**src/rtl/ara_pkg.sv**
```systemverilog
//////////////////////////////////////////////////////////////////////
// Vector accelerator package
// Machine sizes, operation codes and the request and response records
// shared by dispatcher, sequencer, lanes and mask unit
//////////////////////////////////////////////////////////////////////

`default_nettype none

package ara_pkg;

  // Machine geometry
  localparam int unsigned NrLanes      = 4;
  localparam int unsigned ElemsPerLane = 2;
  localparam int unsigned VLenElems    = NrLanes * ElemsPerLane;
  localparam int unsigned NrVRegs      = 8;
  localparam int unsigned ELEN         = 16;

  typedef logic [ELEN-1:0]                 elen_t;
  typedef logic [$clog2(NrVRegs)-1:0]      vreg_idx_t;
  typedef logic [$clog2(ElemsPerLane)-1:0] slot_idx_t;
  // Holds 0 up to VLenElems
  typedef logic [$clog2(VLenElems+1)-1:0]  cpop_t;

  // Supported operations, remaining codes are illegal
  typedef enum logic [3:0] {
    OP_VMV_VX = 4'd0,
    OP_VID    = 4'd1,
    OP_VADD   = 4'd2,
    OP_VSUB   = 4'd3,
    OP_VAND   = 4'd4,
    OP_VXOR   = 4'd5,
    OP_VMV_XS = 4'd6,
    OP_VCPOP  = 4'd7
  } ara_op_e;

  // Host request, op is still the raw code
  typedef struct packed {
    logic [3:0] op;
    vreg_idx_t  vd;
    vreg_idx_t  vs1;
    vreg_idx_t  vs2;
    elen_t      scalar;
  } acc_req_t;

  typedef struct packed {
    elen_t result;
    logic  error;
  } acc_resp_t;

  // Decoded instruction for sequencer and processing elements
  typedef struct packed {
    ara_op_e   op;
    vreg_idx_t vd;
    vreg_idx_t vs1;
    vreg_idx_t vs2;
    elen_t     scalar;
  } ara_req_t;

endpackage : ara_pkg

`default_nettype wire

```
**src/rtl/ara_dispatcher.sv**
```systemverilog
//////////////////////////////////////////////////////////////////////
// Dispatcher
// Buffers host requests, rejects illegal op codes and forms responses
//////////////////////////////////////////////////////////////////////

`timescale 1ns/1ps
`default_nettype none

module ara_dispatcher (
  input  logic               clk_i,
  input  logic               rst_n_i,
  input  ara_pkg::acc_req_t  acc_req_i,
  input  logic               acc_req_valid_i,
  output logic               acc_req_ready_o,
  output ara_pkg::acc_resp_t acc_resp_o,
  output logic               acc_resp_valid_o,
  input  logic               acc_resp_ready_i,
  output ara_pkg::ara_req_t  ara_req_o,
  output logic               ara_req_valid_o,
  input  logic               ara_req_ready_i,
  input  ara_pkg::elen_t     ara_resp_result_i,
  input  logic               ara_resp_valid_i
);

  import ara_pkg::*;

  acc_req_t  req;
  logic      req_valid;
  logic      req_ready;
  logic      req_in_ready;
  logic      legal;
  acc_resp_t resp_in;
  logic      resp_in_valid;
  logic      resp_in_ready;
  logic      busy_q;

  // One instruction at a time, from acceptance until the response is taken
  assign acc_req_ready_o = req_in_ready & ~busy_q;

  always_ff @(posedge clk_i) begin
    if (!rst_n_i) begin
      busy_q <= 1'b0;
    end else if (acc_req_valid_i && acc_req_ready_o) begin
      busy_q <= 1'b1;
    end else if (acc_resp_valid_o && acc_resp_ready_i) begin
      busy_q <= 1'b0;
    end
  end

  spill_register #(
    .payload_t(acc_req_t)
  ) i_req_spill (
    .clk_i  (clk_i),
    .rst_n_i(rst_n_i),
    .valid_i(acc_req_valid_i & ~busy_q),
    .ready_o(req_in_ready),
    .data_i (acc_req_i),
    .valid_o(req_valid),
    .ready_i(req_ready),
    .data_o (req)
  );

  ///////////////////////////////////////////////////////////////////
  // Decode
  ///////////////////////////////////////////////////////////////////

  assign legal = req.op inside {OP_VMV_VX, OP_VID, OP_VADD, OP_VSUB,
                                OP_VAND, OP_VXOR, OP_VMV_XS, OP_VCPOP};

  assign ara_req_o = '{
    op:     ara_op_e'(req.op),
    vd:     req.vd,
    vs1:    req.vs1,
    vs2:    req.vs2,
    scalar: req.scalar
  };
  assign ara_req_valid_o = req_valid & legal;

  // Illegal ops skip the sequencer and go straight to the response buffer
  assign req_ready = legal ? ara_req_ready_i : resp_in_ready;

  ///////////////////////////////////////////////////////////////////
  // Response
  ///////////////////////////////////////////////////////////////////

  assign resp_in_valid = (req_valid & ~legal) | ara_resp_valid_i;
  assign resp_in = ara_resp_valid_i ? '{result: ara_resp_result_i, error: 1'b0}
                                    : '{result: '0, error: 1'b1};

  spill_register #(
    .payload_t(acc_resp_t)
  ) i_resp_spill (
    .clk_i  (clk_i),
    .rst_n_i(rst_n_i),
    .valid_i(resp_in_valid),
    .ready_o(resp_in_ready),
    .data_i (resp_in),
    .valid_o(acc_resp_valid_o),
    .ready_i(acc_resp_ready_i),
    .data_o (acc_resp_o)
  );

endmodule : ara_dispatcher

`default_nettype wire

```
**src/rtl/ara_sequencer.sv**
```systemverilog
//////////////////////////////////////////////////////////////////////
// Sequencer
// Broadcasts each instruction to the processing elements, tracks their
// completion and returns the scalar result
//////////////////////////////////////////////////////////////////////

`timescale 1ns/1ps
`default_nettype none

module ara_sequencer (
  input  logic                        clk_i,
  input  logic                        rst_n_i,
  input  ara_pkg::ara_req_t           ara_req_i,
  input  logic                        ara_req_valid_i,
  output logic                        ara_req_ready_o,
  output ara_pkg::elen_t              ara_resp_result_o,
  output logic                        ara_resp_valid_o,
  output ara_pkg::ara_req_t           pe_req_o,
  output logic                        pe_req_valid_o,
  input  logic [ara_pkg::NrLanes-1:0] lane_ready_i,
  input  logic                        masku_ready_i,
  input  logic [ara_pkg::NrLanes-1:0] lane_done_i,
  input  logic                        masku_done_i,
  input  ara_pkg::elen_t              scalar_elem_i,
  input  ara_pkg::cpop_t              cpop_result_i
);

  import ara_pkg::*;

  logic               busy_q;
  logic [NrLanes-1:0] lane_pend_q;
  logic               masku_pend_q;
  logic               all_clear;
  logic               issue;
  logic               resp_valid_q;
  ara_op_e            op_q;
  elen_t              result_d;
  elen_t              result_q;

  // Issue only into idle processing elements
  assign ara_req_ready_o = ~busy_q & (&lane_ready_i) & masku_ready_i;
  assign issue           = ara_req_valid_i & ara_req_ready_o;

  assign pe_req_o       = ara_req_i;
  assign pe_req_valid_o = issue;

  // Lanes usually finish together, still wait for each one
  assign all_clear = ~(|lane_pend_q) & ~masku_pend_q;

  always_ff @(posedge clk_i) begin
    if (!rst_n_i) begin
      busy_q       <= 1'b0;
      lane_pend_q  <= '0;
      masku_pend_q <= 1'b0;
      resp_valid_q <= 1'b0;
    end else begin
      resp_valid_q <= 1'b0;
      if (issue) begin
        busy_q       <= 1'b1;
        lane_pend_q  <= '1;
        masku_pend_q <= 1'b1;
      end else begin
        lane_pend_q  <= lane_pend_q & ~lane_done_i;
        masku_pend_q <= masku_pend_q & ~masku_done_i;
        if (busy_q && all_clear) begin
          busy_q       <= 1'b0;
          resp_valid_q <= 1'b1;
        end
      end
    end
  end

  // Result source by operation
  always_comb begin
    case (op_q)
      OP_VMV_XS: result_d = scalar_elem_i;
      OP_VCPOP:  result_d = elen_t'(cpop_result_i);
      default:   result_d = '0;
    endcase
  end

  always_ff @(posedge clk_i) begin
    if (issue) begin
      op_q <= ara_req_i.op;
    end
    if (busy_q && all_clear) begin
      result_q <= result_d;
    end
  end

  assign ara_resp_valid_o  = resp_valid_q;
  assign ara_resp_result_o = result_q;

endmodule : ara_sequencer

`default_nettype wire

```
**src/rtl/ara_top.sv**
```systemverilog
//////////////////////////////////////////////////////////////////////
// Vector accelerator top level
// Dispatcher, sequencer, lanes and mask unit behind one host port
//////////////////////////////////////////////////////////////////////

`timescale 1ns/1ps
`default_nettype none

module ara_top (
  input  logic               clk_i,
  input  logic               rst_n_i,
  input  ara_pkg::acc_req_t  acc_req_i,
  input  logic               acc_req_valid_i,
  output logic               acc_req_ready_o,
  output ara_pkg::acc_resp_t acc_resp_o,
  output logic               acc_resp_valid_o,
  input  logic               acc_resp_ready_i
);

  import ara_pkg::*;

  ara_req_t            ara_req;
  logic                ara_req_valid;
  logic                ara_req_ready;
  elen_t               ara_resp_result;
  logic                ara_resp_valid;
  ara_req_t            pe_req;
  logic                pe_req_valid;
  logic  [NrLanes-1:0] lane_ready;
  logic  [NrLanes-1:0] lane_done;
  logic  [NrLanes-1:0] mask_bit;
  logic  [NrLanes-1:0] mask_bit_valid;
  // Only lane 0 holds element 0
  elen_t [NrLanes-1:0] lane_scalar;
  logic                masku_ready;
  logic                masku_done;
  cpop_t               cpop_result;

  ara_dispatcher i_dispatcher (
    .clk_i            (clk_i),
    .rst_n_i          (rst_n_i),
    .acc_req_i        (acc_req_i),
    .acc_req_valid_i  (acc_req_valid_i),
    .acc_req_ready_o  (acc_req_ready_o),
    .acc_resp_o       (acc_resp_o),
    .acc_resp_valid_o (acc_resp_valid_o),
    .acc_resp_ready_i (acc_resp_ready_i),
    .ara_req_o        (ara_req),
    .ara_req_valid_o  (ara_req_valid),
    .ara_req_ready_i  (ara_req_ready),
    .ara_resp_result_i(ara_resp_result),
    .ara_resp_valid_i (ara_resp_valid)
  );

  ara_sequencer i_sequencer (
    .clk_i            (clk_i),
    .rst_n_i          (rst_n_i),
    .ara_req_i        (ara_req),
    .ara_req_valid_i  (ara_req_valid),
    .ara_req_ready_o  (ara_req_ready),
    .ara_resp_result_o(ara_resp_result),
    .ara_resp_valid_o (ara_resp_valid),
    .pe_req_o         (pe_req),
    .pe_req_valid_o   (pe_req_valid),
    .lane_ready_i     (lane_ready),
    .masku_ready_i    (masku_ready),
    .lane_done_i      (lane_done),
    .masku_done_i     (masku_done),
    .scalar_elem_i    (lane_scalar[0]),
    .cpop_result_i    (cpop_result)
  );

  for (genvar l = 0; l < NrLanes; l++) begin : gen_lanes
    vector_lane #(
      .LaneId(l)
    ) i_lane (
      .clk_i           (clk_i),
      .rst_n_i         (rst_n_i),
      .pe_req_i        (pe_req),
      .pe_req_valid_i  (pe_req_valid),
      .pe_req_ready_o  (lane_ready[l]),
      .done_o          (lane_done[l]),
      .mask_bit_o      (mask_bit[l]),
      .mask_bit_valid_o(mask_bit_valid[l]),
      .scalar_elem_o   (lane_scalar[l])
    );
  end : gen_lanes

  mask_unit i_masku (
    .clk_i           (clk_i),
    .rst_n_i         (rst_n_i),
    .pe_req_i        (pe_req),
    .pe_req_valid_i  (pe_req_valid),
    .pe_req_ready_o  (masku_ready),
    .mask_bit_i      (mask_bit),
    .mask_bit_valid_i(mask_bit_valid),
    .cpop_result_o   (cpop_result),
    .done_o          (masku_done)
  );

endmodule : ara_top

`default_nettype wire

```
**src/rtl/mask_unit.sv**
```systemverilog
//////////////////////////////////////////////////////////////////////
// Mask unit
// Counts the set bit-0 mask bits that the lanes stream in
//////////////////////////////////////////////////////////////////////

`timescale 1ns/1ps
`default_nettype none

module mask_unit (
  input  logic                        clk_i,
  input  logic                        rst_n_i,
  input  ara_pkg::ara_req_t           pe_req_i,
  input  logic                        pe_req_valid_i,
  output logic                        pe_req_ready_o,
  input  logic [ara_pkg::NrLanes-1:0] mask_bit_i,
  input  logic [ara_pkg::NrLanes-1:0] mask_bit_valid_i,
  output ara_pkg::cpop_t              cpop_result_o,
  output logic                        done_o
);

  import ara_pkg::*;

  logic      busy_q;
  logic      done_q;
  logic      accept;
  slot_idx_t beat_q;
  cpop_t     cnt_q;
  cpop_t     beat_pop;

  assign pe_req_ready_o = ~busy_q;
  assign accept         = pe_req_valid_i & pe_req_ready_o;

  // Set bits across lanes in this cycle
  always_comb begin
    beat_pop = '0;
    for (int l = 0; l < NrLanes; l++) begin
      beat_pop = beat_pop + cpop_t'(mask_bit_i[l] & mask_bit_valid_i[l]);
    end
  end

  always_ff @(posedge clk_i) begin
    if (!rst_n_i) begin
      busy_q <= 1'b0;
      done_q <= 1'b0;
      beat_q <= '0;
    end else begin
      done_q <= 1'b0;
      if (accept) begin
        beat_q <= '0;
        // Nothing to count for other ops
        if (pe_req_i.op == OP_VCPOP) begin
          busy_q <= 1'b1;
        end else begin
          done_q <= 1'b1;
        end
      end else if (busy_q) begin
        beat_q <= beat_q + 1'b1;
        if (beat_q == slot_idx_t'(ElemsPerLane - 1)) begin
          busy_q <= 1'b0;
          done_q <= 1'b1;
        end
      end
    end
  end

  always_ff @(posedge clk_i) begin
    if (accept && pe_req_i.op == OP_VCPOP) begin
      cnt_q <= '0;
    end else if (busy_q) begin
      cnt_q <= cnt_q + beat_pop;
    end
  end

  assign cpop_result_o = cnt_q;
  assign done_o        = done_q;

endmodule : mask_unit

`default_nettype wire

```
**src/rtl/spill_register.sv**
```systemverilog
//////////////////////////////////////////////////////////////////////
// One-entry valid/ready buffer
// Registers any payload type and holds it until the consumer takes it
//////////////////////////////////////////////////////////////////////

`timescale 1ns/1ps
`default_nettype none

module spill_register #(
  parameter type payload_t = logic
) (
  input  logic     clk_i,
  input  logic     rst_n_i,
  input  logic     valid_i,
  output logic     ready_o,
  input  payload_t data_i,
  output logic     valid_o,
  input  logic     ready_i,
  output payload_t data_o
);

  logic     full_q;
  payload_t data_q;

  assign ready_o = ~full_q;
  assign valid_o = full_q;
  assign data_o  = data_q;

  always_ff @(posedge clk_i) begin
    if (!rst_n_i) begin
      full_q <= 1'b0;
    end else if (valid_i && ready_o) begin
      full_q <= 1'b1;
    end else if (valid_o && ready_i) begin
      full_q <= 1'b0;
    end
  end

  always_ff @(posedge clk_i) begin
    if (valid_i && ready_o) begin
      data_q <= data_i;
    end
  end

endmodule : spill_register

`default_nettype wire

```
**src/rtl/vector_lane.sv**
```systemverilog
//////////////////////////////////////////////////////////////////////
// Vector lane
// Holds this lane's slice of the register file, runs the element
// arithmetic and feeds mask bits and element 0 to the shared units
//////////////////////////////////////////////////////////////////////

`timescale 1ns/1ps
`default_nettype none

module vector_lane #(
  parameter int unsigned LaneId = 0
) (
  input  logic              clk_i,
  input  logic              rst_n_i,
  input  ara_pkg::ara_req_t pe_req_i,
  input  logic              pe_req_valid_i,
  output logic              pe_req_ready_o,
  output logic              done_o,
  output logic              mask_bit_o,
  output logic              mask_bit_valid_o,
  output ara_pkg::elen_t    scalar_elem_o
);

  import ara_pkg::*;

  // Element e of a register sits here when e modulo NrLanes equals LaneId
  elen_t     vrf_q [NrVRegs][ElemsPerLane];

  ara_req_t  req_q;
  logic      busy_q;
  slot_idx_t slot_q;
  logic      last_slot;
  logic      wr_en;
  elen_t     wr_data;
  elen_t     op_a;
  elen_t     op_b;

  assign pe_req_ready_o = ~busy_q;
  assign last_slot      = (slot_q == slot_idx_t'(ElemsPerLane - 1));
  assign done_o         = busy_q & last_slot;

  // vd = vs2 op vs1
  assign op_a = vrf_q[req_q.vs2][slot_q];
  assign op_b = vrf_q[req_q.vs1][slot_q];

  ///////////////////////////////////////////////////////////////////
  // Slot sequencing
  ///////////////////////////////////////////////////////////////////

  always_ff @(posedge clk_i) begin
    if (!rst_n_i) begin
      busy_q <= 1'b0;
      slot_q <= '0;
    end else if (pe_req_valid_i && pe_req_ready_o) begin
      busy_q <= 1'b1;
      slot_q <= '0;
    end else if (busy_q) begin
      slot_q <= slot_q + 1'b1;
      if (last_slot) begin
        busy_q <= 1'b0;
      end
    end
  end

  always_ff @(posedge clk_i) begin
    if (pe_req_valid_i && pe_req_ready_o) begin
      req_q <= pe_req_i;
    end
  end

  ///////////////////////////////////////////////////////////////////
  // Element arithmetic and write back
  ///////////////////////////////////////////////////////////////////

  always_comb begin
    wr_en   = busy_q;
    wr_data = '0;
    case (req_q.op)
      OP_VMV_VX: wr_data = req_q.scalar;
      // Global element index of this slot
      OP_VID:    wr_data = elen_t'(slot_q) * elen_t'(NrLanes) + elen_t'(LaneId);
      OP_VADD:   wr_data = op_a + op_b;
      OP_VSUB:   wr_data = op_a - op_b;
      OP_VAND:   wr_data = op_a & op_b;
      OP_VXOR:   wr_data = op_a ^ op_b;
      default:   wr_en   = 1'b0;
    endcase
  end

  always_ff @(posedge clk_i) begin
    if (!rst_n_i) begin
      for (int r = 0; r < NrVRegs; r++) begin
        for (int s = 0; s < ElemsPerLane; s++) begin
          vrf_q[r][s] <= '0;
        end
      end
    end else if (wr_en) begin
      vrf_q[req_q.vd][slot_q] <= wr_data;
    end
  end

  // Operands for the mask unit and the scalar move
  assign mask_bit_o       = op_a[0];
  assign mask_bit_valid_o = busy_q & (req_q.op == OP_VCPOP);
  assign scalar_elem_o    = vrf_q[req_q.vs2][0];

endmodule : vector_lane

`default_nettype wire

```
**config.mk**
```make
export PLATFORM = sky130hd
export DESIGN_NAME = ara_top
export DESIGN_NICKNAME = d
export VERILOG_FILES = /design/src/rtl/ara_pkg.sv /design/src/rtl/ara_dispatcher.sv /design/src/rtl/ara_sequencer.sv /design/src/rtl/ara_top.sv /design/src/rtl/mask_unit.sv /design/src/rtl/spill_register.sv /design/src/rtl/vector_lane.sv
export SDC_FILE = /design/constraint.sdc
export NUM_CORES = 1
export LEC_CHECK = 0
export ABC_AREA = 1
export BUFFER_PORTS_ARGS = -buffer_cell sky130_fd_sc_hd__buf_2
export CAP_MARGIN = 20
export CORE_MARGIN = 2
export CORE_UTILIZATION = 25
export DETAILED_ROUTE_END_ITERATION = 12
export PLACE_DENSITY = 0.49
export SETUP_SLACK_MARGIN = 0.1
export SKIP_CTS_REPAIR_TIMING = 1
export SLEW_MARGIN = 10
export SYNTH_ARGS = -nofsm -noshare
export SYNTH_HDL_FRONTEND = slang
export SYNTH_HIERARCHICAL = 1
export SYNTH_SLANG_ARGS = --single-unit
```
**constraint.sdc**
```tcl
create_clock -name clk_i -period 4.8 [get_ports clk_i]
set_input_delay 0.48 -clock clk_i [delete_from_list [all_inputs] [get_ports clk_i]]
set_output_delay 0.48 -clock clk_i [all_outputs]
set_load 0.05 [all_outputs]
```
==> reports/metrics.yaml <==
timing:
  layout_min_cycle_time_ns: 4.39
  fin_setup_tns_ns: 0
  timing.max_slew.rel_slack_pct: 25.0
  hold_viol: 0
  worstMarginPinSlew_ns: 1.12
  slew_viol_final: 0
  fin_crit_sh_pct: 91.5
  fin_skew_ns: 0.0254
  timing.fmax_mhz: 228
  fin_ws_ns: 0.407
  rsz0062_at_grt: "no"
  finalSetupViolCount: 0
job:
  maxCapViolations: 0
place:
  place_inst: 4393
  portBuffers: 51
  routabilityCongestion: 0.874
  hpwl_mm: 55.4
  post-place-ws_ns: 0.198
die:
  fp.dieW_um: 335
  die_y_um: 335
  core_area_um2: 109000
  io_pins: 52
  initial_utilization_pct: 25.1
  die_area_um2: 112000
  rows: 121
drt:
  drtIter0Drc: 2068
  top_layer: "met5"
  drt-met1-wl_mm: 38.2
  num_vias: 21100
  wl_mm: 83.8
  first_pass_iters: 5
  wl_per_cell_um: 18.6
  viasPerCell: 4.70
  wl_met3_mm: 5.27
  ant_nets: 0
  dr_wl_met2_mm: 38.0
  drcViolationCount: 0
power:
  ir_worst_vdd_mv: 0.281
  power_density_nw_per_um2: 364
  combPwrFrac_pct: 18.7
  internal_power_w: 0.00767
  seqPwrFrac_pct: 45.4
  p_leak_nw: 11.8
  clkPwrFrac_pct: 35.9
  switching_power_w: 0.00331
  sw_frac_of_total_pct: 30.1
layout:
  fin_cells: 4500
  regArea_um2: 14200
  multi_input_area_um2: 9730
  syn_to_final_growth_pct: 10.5
  final_util_pct: 27.8
  final_common_cell: "nand2_1"
  final_cell_mix: "nand2_1, edfxtp_1, nor2_1"
  finalNetCount: 3118
  diodes: 0
  drive_above_1_share_pct: 10.6
  fillerInstances: 11600
worst_setup_path:
  crit_end: "gen_lanes[0].i_lane/vrf_q[0][14]"
  worst-setup-path-type: "reg2reg"
  end_kind: "flip-flop"
  r2r_setup_slack_ns: 0.41
  start_kind: "flip-flop"
  r2r-end: "gen_lanes[0].i_lane/vrf_q[0][14]"
  required_ns: 5.17
  worst-endpoint-arrival_ns: 4.76
  rr_worst_depth: 22
  cp_max_fo: 40
synth:
  syn_area_um2: 27300
  syn_nets: 3288
  synth_warnings: 6
  syn_area_per_cell_um2: 8.51
  syn_inst: 3212
clock_tree:
  clock-sinks: 490
  cts_root_buffer: "clkbuf_16"
  clock_latency_ns: 0.63
  clkTransAtPathRegs_ns: 0.06
  cts_tree: "done"
  cts_max_level: 2
  cts_inserted_buffers: 54
  clk_path_buf_depth: 3
run_status:
  status: "completed"
global_routing:
  grtUsageTotal_pct: 14.6
  antenna_found_initial: 2
  grt_pass1_vias: 20200
  grt-ovfl-total: 0
  grt_pass1_wl_mm: 125
  grt_max_degree: 81
worst_hold_path:
  min_path_type: "in2reg"
## power by group through the flow
| stage | Clock, W | Sequential (W) | Combinational, W |
|---|---|---|---|
| floorplan | 0 | 0.00500 | 0.00146 |
| global placement | 0 | 0.00508 | 0.00195 |
| detailed placement | 0 | 0.00508 | 0.00197 |
| CTS | 0.00407 | 0.00499 | 0.00198 |
| global route | 0.00422 | 0.00501 | 0.00227 |
| finish | 0.00394 | 0.00498 | 0.00205 |
## worst max-delay path, cell delays in order (launching register included)
cell and delay (ns):
dfxtp_4 0.40, buf_4 0.21, buf_16 0.19, or2_1 0.25, nand3_1 0.07, nand3_1 0.17
nand3_1 0.15, nand2_2 0.16, nor2_1 0.15, nand2_1 0.09, nor2_1 0.17, nand2_1 0.10
o21ai_0 0.21, xor2_1 0.10, ha_1 0.34, inv_1 0.11, nor3_1 0.33, nand3_1 0.12
nand2_1 0.10, xor2_1 0.09, a221oi_2 0.32, buf_12 0.21, nor2_1 0.06
## metrics by stage
| step | instance area [µm²] | power (W) | hold WS [ns] |
|---|---|---|---|
| after floorplan | 27300 | 0.00646 | 0.412 |
| after global placement | 28200 | 0.00703 | 0.407 |
| after detailed placement | 28400 | 0.00705 | 0.406 |
| after CTS | 30000 | 0.0110 | -0.0147 |
| after global routing | 30200 | 0.0115 | 0.000749 |
| final | 30200 | 0.0110 | 0.0290 |
## per-layer routing
layer / vias to the layer above / track usage, %
met5: - / 0
met4: 4 / 4.64
met3: 123 / 1.86
met2: 660 / 23.4
met1: 10200 / 20.3
li1: 10100 / -
## area by class of cell
class                           instances  share of cell area, %
Multi-Input combinational cell       1978                   32.2
Inverter                              355                   4.46
Clock buffer                           72                   4.80
Clock inverter                         28                  0.622
Sequential cell                       490                   47.2
Timing Repair Buffer                  163                   4.87
Tap cell                             1414                   5.86
## flip-flops by register name, summed over array words and instances, names as in the netlist, 4 cells and up, named ones only
signal,count
i_masku/cpop_result_o,4
gen_lanes.i_lane/vrf_q,304
gen_lanes.i_lane/busy_q,4
i_sequencer/op_q,4
gen_lanes.i_lane/last_slot,4
gen_lanes.i_lane/req_q,71
i_sequencer/lane_pend_q,4
i_dispatcher/i_resp_spill/data_o,17
i_sequencer/ara_resp_result_o,16
i_dispatcher/i_req_spill/data_o,29
## how the worst min path moves through the flow
stage,cells past startpoint,from,end,slack [ns]
after floorplan,2,gen_lanes[0].i_lane/req_q[19],flip-flop,0.41
after global placement,0,i_dispatcher/i_req_spill/data_o[14],gen_lanes[0].i_lane/req_q[14],0.41
after detailed placement,0,i_dispatcher/i_req_spill/data_o[14],gen_lanes[0].i_lane/req_q[14],0.41
after CTS,1,acc_req_i[19],i_dispatcher/i_req_spill/data_o[19],-0.01
after global routing,1,acc_req_i[24],i_dispatcher/i_req_spill/data_o[24],0.0007
final,1,acc_req_i[19],i_dispatcher/i_req_spill/data_o[19],0.03
(Power assumes the default switching activity.)
